File: src/rtl/fifo_pkg.sv
package fifo_pkg;

   // flag values while arst_n_i is low
   parameter logic EMPTY_RST = 1'b1;
   parameter logic FULL_RST  = 1'b0;

   // wider of the two port widths
   function automatic int max_w(input int a, input int b);
      return (a > b) ? a : b;
   endfunction

   // narrower of the two port widths
   function automatic int min_w(input int a, input int b);
      return (a < b) ? a : b;
   endfunction

   // log2 of wide over narrow, 0 for a symmetric fifo
   function automatic int ratio_log2(input int a, input int b);
      int ratio;
      int n;
      ratio = max_w(a, b) / min_w(a, b);
      n     = 0;
      while ((1 << n) < ratio) begin
         n = n + 1;
      end
      return n;
   endfunction

endpackage

File: src/rtl/fifo_ctrl.sv
`timescale 1ns/1ps

module fifo_ctrl #(
   parameter int W_DATA_W = 8,
   parameter int R_DATA_W = 32,
   parameter int ADDR_W   = 6
) (
   input  logic            clk_i,
   input  logic            arst_n_i,
   input  logic            w_en_i,
   input  logic            r_en_i,
   output logic            w_en_int_o,
   output logic            r_en_int_o,
   output logic            w_full_o,
   output logic            r_empty_o,
   output logic [ADDR_W:0] level_o
);

   localparam int LOG_R = fifo_pkg::ratio_log2(W_DATA_W, R_DATA_W);

   // level is counted in narrow units
   localparam logic [ADDR_W:0] W_INCR =
      (W_DATA_W > R_DATA_W) ? (ADDR_W + 1)'(1 << LOG_R) : (ADDR_W + 1)'(1);
   localparam logic [ADDR_W:0] R_INCR =
      (R_DATA_W > W_DATA_W) ? (ADDR_W + 1)'(1 << LOG_R) : (ADDR_W + 1)'(1);
   localparam logic [ADDR_W:0] DEPTH = (ADDR_W + 1)'(1 << ADDR_W);

   logic [ADDR_W:0] level_nxt;
   logic            r_empty_nxt;
   logic            w_full_nxt;

   // requests refused on the registered flags
   assign w_en_int_o = w_en_i & ~w_full_o;
   assign r_en_int_o = r_en_i & ~r_empty_o;

   always_comb begin
      unique case ({w_en_int_o, r_en_int_o})
         2'b10:   level_nxt = level_o + W_INCR;
         2'b01:   level_nxt = level_o - R_INCR;
         2'b11:   level_nxt = level_o + W_INCR - R_INCR;
         default: level_nxt = level_o;
      endcase
   end

   // empty while less than one read word is stored
   assign r_empty_nxt = level_nxt < R_INCR;
   // full once one more write word no longer fits
   assign w_full_nxt  = level_nxt > (DEPTH - W_INCR);

   always_ff @(posedge clk_i or negedge arst_n_i) begin
      if (!arst_n_i) begin
         level_o   <= '0;
         r_empty_o <= fifo_pkg::EMPTY_RST;
         w_full_o  <= fifo_pkg::FULL_RST;
      end else begin
         level_o   <= level_nxt;
         r_empty_o <= r_empty_nxt;
         w_full_o  <= w_full_nxt;
      end
   end

endmodule

File: src/rtl/fifo_addr_gen.sv
`timescale 1ns/1ps

module fifo_addr_gen #(
   parameter int W_ADDR_W = 6,
   parameter int R_ADDR_W = 4
) (
   input  logic                clk_i,
   input  logic                arst_n_i,
   input  logic                w_en_int_i,
   input  logic                r_en_int_i,
   output logic [W_ADDR_W-1:0] w_addr_o,
   output logic [R_ADDR_W-1:0] r_addr_o
);

   // write pointer in write port units, wraps at the depth
   always_ff @(posedge clk_i or negedge arst_n_i) begin
      if (!arst_n_i) begin
         w_addr_o <= '0;
      end else if (w_en_int_i) begin
         w_addr_o <= w_addr_o + 1'b1;
      end
   end

   // read pointer in read port units
   always_ff @(posedge clk_i or negedge arst_n_i) begin
      if (!arst_n_i) begin
         r_addr_o <= '0;
      end else if (r_en_int_i) begin
         r_addr_o <= r_addr_o + 1'b1;
      end
   end

endmodule

File: src/rtl/fifo_asym_converter.sv
`timescale 1ns/1ps

module fifo_asym_converter #(
   parameter  int W_DATA_W   = 8,
   parameter  int R_DATA_W   = 32,
   parameter  int ADDR_W     = 6,
   localparam int MAX_W      = fifo_pkg::max_w(W_DATA_W, R_DATA_W),
   localparam int MIN_W      = fifo_pkg::min_w(W_DATA_W, R_DATA_W),
   localparam int LOG_R      = fifo_pkg::ratio_log2(W_DATA_W, R_DATA_W),
   localparam int RATIO      = 1 << LOG_R,
   localparam int MEM_ADDR_W = ADDR_W - LOG_R,
   localparam int W_ADDR_W   = (W_DATA_W == MAX_W) ? MEM_ADDR_W : ADDR_W,
   localparam int R_ADDR_W   = (R_DATA_W == MAX_W) ? MEM_ADDR_W : ADDR_W
) (
   input  logic                  clk_i,
   input  logic                  arst_n_i,
   input  logic                  w_en_i,
   input  logic [  W_ADDR_W-1:0] w_addr_i,
   input  logic [  W_DATA_W-1:0] w_data_i,
   input  logic                  r_en_i,
   input  logic [  R_ADDR_W-1:0] r_addr_i,
   output logic [  R_DATA_W-1:0] r_data_o,
   output logic [     RATIO-1:0] mem_w_en_o,
   output logic [MEM_ADDR_W-1:0] mem_w_addr_o,
   output logic [     MAX_W-1:0] mem_w_data_o,
   output logic                  mem_r_en_o,
   output logic [MEM_ADDR_W-1:0] mem_r_addr_o,
   input  logic [     MAX_W-1:0] mem_r_data_i
);

   // one memory word, seen whole or as narrow lanes (lane 0 is the lsb)
   typedef union packed {
      logic [MAX_W-1:0]            word;
      logic [RATIO-1:0][MIN_W-1:0] lane;
   } mem_word_t;

   if (W_DATA_W < R_DATA_W) begin : g_narrow_wr
      mem_word_t w_word;

      // same byte on every lane, only the addressed lane is enabled
      always_comb begin
         for (int i = 0; i < RATIO; i++) begin
            w_word.lane[i] = w_data_i;
            mem_w_en_o[i]  = w_en_i && (w_addr_i[LOG_R-1:0] == LOG_R'(i));
         end
      end

      assign mem_w_data_o = w_word.word;
      assign mem_w_addr_o = w_addr_i[ADDR_W-1:LOG_R];
   end else begin : g_wide_wr
      assign mem_w_en_o   = {RATIO{w_en_i}};
      assign mem_w_data_o = w_data_i;
      assign mem_w_addr_o = w_addr_i;
   end

   assign mem_r_en_o = r_en_i;

   if (R_DATA_W < W_DATA_W) begin : g_narrow_rd
      logic [LOG_R-1:0] r_lane_sel;
      mem_word_t        r_word;

      // lane select follows the memory read by one cycle
      always_ff @(posedge clk_i or negedge arst_n_i) begin
         if (!arst_n_i) begin
            r_lane_sel <= '0;
         end else if (r_en_i) begin
            r_lane_sel <= r_addr_i[LOG_R-1:0];
         end
      end

      assign r_word       = mem_r_data_i;
      assign r_data_o     = r_word.lane[r_lane_sel];
      assign mem_r_addr_o = r_addr_i[ADDR_W-1:LOG_R];
   end else begin : g_wide_rd
      assign r_data_o     = mem_r_data_i;
      assign mem_r_addr_o = r_addr_i;
   end

endmodule

File: src/rtl/fifo_ram_2p.sv
`timescale 1ns/1ps

module fifo_ram_2p #(
   parameter int DATA_W = 32,
   parameter int LANES  = 4,
   parameter int ADDR_W = 4
) (
   input  logic              clk_i,
   input  logic              arst_n_i,
   input  logic [ LANES-1:0] w_en_i,
   input  logic [ADDR_W-1:0] w_addr_i,
   input  logic [DATA_W-1:0] w_data_i,
   input  logic              r_en_i,
   input  logic [ADDR_W-1:0] r_addr_i,
   output logic [DATA_W-1:0] r_data_o
);

   // at least one bit per lane
   localparam int LANE_W = fifo_pkg::max_w(DATA_W / LANES, 1);

   logic [LANES-1:0][LANE_W-1:0] mem [2**ADDR_W];

   always_ff @(posedge clk_i) begin
      for (int l = 0; l < LANES; l++) begin
         if (w_en_i[l]) begin
            mem[w_addr_i][l] <= w_data_i[l*LANE_W +: LANE_W];
         end
      end
   end

   // registered read, holds between reads
   always_ff @(posedge clk_i or negedge arst_n_i) begin
      if (!arst_n_i) begin
         r_data_o <= '0;
      end else if (r_en_i) begin
         r_data_o <= mem[r_addr_i];
      end
   end

endmodule

File: src/rtl/fifo_sync_top.sv
`timescale 1ns/1ps

module fifo_sync_top #(
   parameter int W_DATA_W = 8,
   parameter int R_DATA_W = 32,
   parameter int ADDR_W   = 6
) (
   input  logic                clk_i,
   input  logic                arst_n_i,
   input  logic                w_en_i,
   input  logic [W_DATA_W-1:0] w_data_i,
   output logic                w_full_o,
   input  logic                r_en_i,
   output logic [R_DATA_W-1:0] r_data_o,
   output logic                r_empty_o,
   output logic [  ADDR_W:0]   level_o
);

   localparam int MAX_W      = fifo_pkg::max_w(W_DATA_W, R_DATA_W);
   localparam int MIN_W      = fifo_pkg::min_w(W_DATA_W, R_DATA_W);
   localparam int LOG_R      = fifo_pkg::ratio_log2(W_DATA_W, R_DATA_W);
   localparam int LANES      = MAX_W / MIN_W;
   localparam int MEM_ADDR_W = ADDR_W - LOG_R;
   localparam int W_ADDR_W   = (W_DATA_W == MAX_W) ? MEM_ADDR_W : ADDR_W;
   localparam int R_ADDR_W   = (R_DATA_W == MAX_W) ? MEM_ADDR_W : ADDR_W;

   logic                  w_en_int;
   logic                  r_en_int;
   logic [  W_ADDR_W-1:0] w_addr;
   logic [  R_ADDR_W-1:0] r_addr;
   logic [     LANES-1:0] mem_w_en;
   logic [MEM_ADDR_W-1:0] mem_w_addr;
   logic [     MAX_W-1:0] mem_w_data;
   logic                  mem_r_en;
   logic [MEM_ADDR_W-1:0] mem_r_addr;
   logic [     MAX_W-1:0] mem_r_data;

   fifo_ctrl #(
      .W_DATA_W(W_DATA_W),
      .R_DATA_W(R_DATA_W),
      .ADDR_W  (ADDR_W)
   ) fifo_ctrl_i (
      .clk_i     (clk_i),
      .arst_n_i  (arst_n_i),
      .w_en_i    (w_en_i),
      .r_en_i    (r_en_i),
      .w_en_int_o(w_en_int),
      .r_en_int_o(r_en_int),
      .w_full_o  (w_full_o),
      .r_empty_o (r_empty_o),
      .level_o   (level_o)
   );

   fifo_addr_gen #(
      .W_ADDR_W(W_ADDR_W),
      .R_ADDR_W(R_ADDR_W)
   ) fifo_addr_gen_i (
      .clk_i     (clk_i),
      .arst_n_i  (arst_n_i),
      .w_en_int_i(w_en_int),
      .r_en_int_i(r_en_int),
      .w_addr_o  (w_addr),
      .r_addr_o  (r_addr)
   );

   fifo_asym_converter #(
      .W_DATA_W(W_DATA_W),
      .R_DATA_W(R_DATA_W),
      .ADDR_W  (ADDR_W)
   ) fifo_asym_converter_i (
      .clk_i       (clk_i),
      .arst_n_i    (arst_n_i),
      .w_en_i      (w_en_int),
      .w_addr_i    (w_addr),
      .w_data_i    (w_data_i),
      .r_en_i      (r_en_int),
      .r_addr_i    (r_addr),
      .r_data_o    (r_data_o),
      .mem_w_en_o  (mem_w_en),
      .mem_w_addr_o(mem_w_addr),
      .mem_w_data_o(mem_w_data),
      .mem_r_en_o  (mem_r_en),
      .mem_r_addr_o(mem_r_addr),
      .mem_r_data_i(mem_r_data)
   );

   fifo_ram_2p #(
      .DATA_W(MAX_W),
      .LANES (LANES),
      .ADDR_W(MEM_ADDR_W)
   ) fifo_ram_2p_i (
      .clk_i   (clk_i),
      .arst_n_i(arst_n_i),
      .w_en_i  (mem_w_en),
      .w_addr_i(mem_w_addr),
      .w_data_i(mem_w_data),
      .r_en_i  (mem_r_en),
      .r_addr_i(mem_r_addr),
      .r_data_o(mem_r_data)
   );

endmodule

File: config.mk
export PLATFORM = sky130hd
export DESIGN_NAME = fifo_sync_top
export DESIGN_NICKNAME = d
export VERILOG_FILES = /design/src/rtl/fifo_pkg.sv /design/src/rtl/fifo_ctrl.sv /design/src/rtl/fifo_addr_gen.sv /design/src/rtl/fifo_asym_converter.sv /design/src/rtl/fifo_ram_2p.sv /design/src/rtl/fifo_sync_top.sv
export SDC_FILE = /design/constraint.sdc
export NUM_CORES = 1
export LEC_CHECK = 0
export BUFFER_PORTS_ARGS = -buffer_cell sky130_fd_sc_hd__buf_2
export CORE_ASPECT_RATIO = 1.25
export CORE_UTILIZATION = 30
export DETAILED_ROUTE_END_ITERATION = 8
export GPL_ROUTABILITY_DRIVEN = 0
export HOLD_SLACK_MARGIN = 0.05
export PLACE_DENSITY_LB_ADDON = 0.1
export RECOVER_POWER = 100
export SYNTH_ARGS = -nofsm -noshare
export SYNTH_HDL_FRONTEND = slang
export SYNTH_SLANG_ARGS = --single-unit
File: constraint.sdc
create_clock -name clk_i -period 6.71 [get_ports clk_i]
set_input_delay 0.3355 -clock clk_i [delete_from_list [all_inputs] [get_ports clk_i]]
set_output_delay 0.3355 -clock clk_i [all_outputs]
set_load 0.05 [all_outputs]
==> metrics.md <==
| Metric | Value |
|---|---|
| Status | `complete, but fails checks` |
| Failing checks | `capacitance limit, slew limit` |
| Nets | `1137` |
| GRT Residual Overflow | `0` |
| Initial antenna violation count | `0` |
| IO Port Bufs | `52` |
| Clk_lat worst skew | `0.60 ns` |
| Lkg Pwr | `7.70 nW` |
| Antenna cells | `0` |
| Startpoint Class | `register` |
| Largest net degree at the start of global routing | `65` |
| RSZ-0062 raised after global routing | `no` |
| Crit. End Element | `register` |
| Main flop type after synthesis | `edfxtp_1` |
| Post-synth EDFFs | `512` |
| Drc violations | `0` |
| Core area | `0.0721 mm2` |
| Syn avg cell area | `20.8 um2` |
| Ys async rst share | `9.06%` |
| Register area share after synthesis | `76.0%` |
| Crit path time final | `4.73 ns` |
| Via count | `10.2k` |
| Die X | `244 um` |
| Slew HR | `-131%` |
| Total CTS buffers | `56` |
| Final period utilization | `70.5%` |
| Vias in the first global route | `10.7k` |
| CTS tree | `done` |
| Initial Util | `30.4%` |
| Synth area leader | `edfxtp_1` |
| Synth cell count leaders | `edfxtp_1 (512), mux4_2 (128), nor2_1 (72)` |
| Worst min-delay path category | `in2reg` |
| Mapped Area | `0.0219 mm2` |
| Area Growth Syn to Fin | `13.2%` |
| FF+latch count, synth | `563` |
| H-Tree Depth | `2` |
| Post-DP HPWL | `32.6 mm` |
| Finish-stage setup viols | `0` |
| Share of cells above drive strength 1 | `21.1%` |
| Wire per inst | `26.9 um` |
| Gr usage total | `15.4%` |
| Max-Cap Viols | `10` |
| Yosys warnings | `0` |
| Top cell type's share of synthesized area | `70.2%` |
| Util after Layout | `34.4%` |
| Count leader, synth | `edfxtp_1` |
| Reg clk slew, reported paths | `0.06 ns` |
| Fin Setup TNS | `0 ns` |
| DR vias/cell | `4.85` |
| Drt pass-1 iters | `5` |
| First-pass GRT wire length | `81.8 mm` |
| Post-Syn Instances | `1053` |
| PD cells | `420 mW/mm2` |
| Critical path arrival | `5.21 ns` |
| Routed Antenna Nets | `0` |
| Final WL | `56.7 mm` |
| CP max FO | `43` |
| Iter 0 DRT Violations | `775` |
| Syn_nets | `1072` |
| Die Ht | `304 um` |
| Worst VDD drop | `0.207 mV` |
| Fmax | `0.211 GHz` |
| I/O Pins | `53` |
| Crit Path Class | `reg2reg` |
| Row count | `110` |
| Clock Root Buffer | `clkbuf_16` |
| Clock Skew | `0.0117 ns` |
| Clk buf depth | `3` |
| Post_cts resized | `0` |
| Slew @ Worst Pin | `3.46 ns` |
| Slew Limit Fails | `604` |
| Die Area | `0.0741 mm2` |
| Netlist cell types | `35` |
| Synth area leaders | `edfxtp_1 (70%), mux4_2 (13%), dfrtp_1 (5.7%)` |
| WP data required | `7.19 ns` |
| Clk sinks | `563` |
| Final hold vios | `0` |
==> registers in the layout, indices dropped and copies added, names as in the netlist <==
register / cells
fifo_ram_2p_i.mem: 512
fifo_ram_2p_i.r_data_o: 32
fifo_ctrl_i.level_o: 7
fifo_addr_gen_i.w_addr_o: 6
fifo_addr_gen_i.r_addr_o: 4
fifo_ctrl_i.r_empty_o: 1
fifo_ctrl_i.w_full_o: 1
==> per-stage QoR <==
stage          setup slack (ns)  std cells  hold WS [ns]  cell area (um2)  power [mW]
5_1_grt                    1.71       2111         0.206            24800        10.9
2_1_floorplan              3.81       1053        0.0399            21900        6.65
6_report                   1.98       2111         0.205            24800        10.4
4_1_cts                    3.47       2111         0.185            24900        10.6
3_5_place_dp               3.47       2011         0.500            23200        7.66
3_3_place_gp               3.52       2011         0.504            23200        7.66
==> final timing paths <==
path / startpoint / end / slack, ns / cells past startpoint
worst max register to register: fifo_ctrl_i.r_empty_o / fifo_ram_2p_i.r_data_o[12] / 1.98 / 4
worst min-delay path: r_en_i / fifo_ctrl_i.level_o[4] / 0.20 / 4
worst min register to register: fifo_ram_2p_i.r_data_o[8] / fifo_ram_2p_i.r_data_o[8] / 0.51 / 1
min in group asynchronous: arst_n_i / fifo_ctrl_i.level_o[2] / 0.47 / 3
worst max-delay path: fifo_ctrl_i.r_empty_o / fifo_ram_2p_i.r_data_o[12] / 1.98 / 4
max in group asynchronous: arst_n_i / fifo_addr_gen_i.r_addr_o[1] / 5.54 / 3
==> metal layers <==
metal	global-route usage, %	vias to the layer above	share of wire (%)
met5	0	-	0
met4	4.16	0	2.2
met3	2.19	74	3.2
met2	25.7	188	50
met1	21.0	5551	44
li1	-	4434	-
==> what timing repair did <==
item	in CTS	in global routing
buffers inserted	0	0
hold endpoints to repair	50	0
hold buffers	1	0
==> final cells by class <==
type,count,area (um2)
fillers,6832,47300
flip-flops and latches,563,16700
multi-input cells,422,4960
clock buffers,76,1510
well taps,952,1190
repair buffers,73,340
clock inverters,23,146
inverters,2,7.51
==> placed cells by master, fill, tap and decap left out, types with 7 or more instances in the layout <==
master	Yosys	layout
clkbuf_1	45	70
nand3_1	9	9
mux2i_1	32	32
edfxtp_1	512	512
buf_2	9	11
ha_1	7	7
a221o_1	32	32
mux2_2	33	28
nor3_1	34	34
dfrtp_1	50	48
nor2_1	72	72
buf_4	0	8
xnor2_1	17	17
clkinv_1	0	15
mux4_2	128	128
nand2_1	21	21
nand4_1	8	8
clkbuf_16	0	57
==> cells by family after synthesis <==
kind of cell,share of synthesized area [%]
flip-flops,76.0
multiplexers,16.3
AND/OR/NAND/NOR,3.24
buffers and inverters,1.39
AO/OA/AOI/OAI,1.74
XOR/XNOR,0.919
adder cells (fa/ha/maj),0.400
==> worst max-delay path: stages, from the launching register on <==
cell and delay, ns:
dfstp_1 0.55, nand2b_1 1.09, clkbuf_1 1.98, nor3_1 0.46, a221o_1 0.44
==> power breakdown <==
group          total [mW]  leakage (nW)  switching, mW  internal (mW)
Sequential           4.51          5.22          0.433           4.08
Combinational        2.94          1.67           1.71           1.23
Clock                2.96         0.806           1.33           1.63
Power figures use the tool's default switching activity.
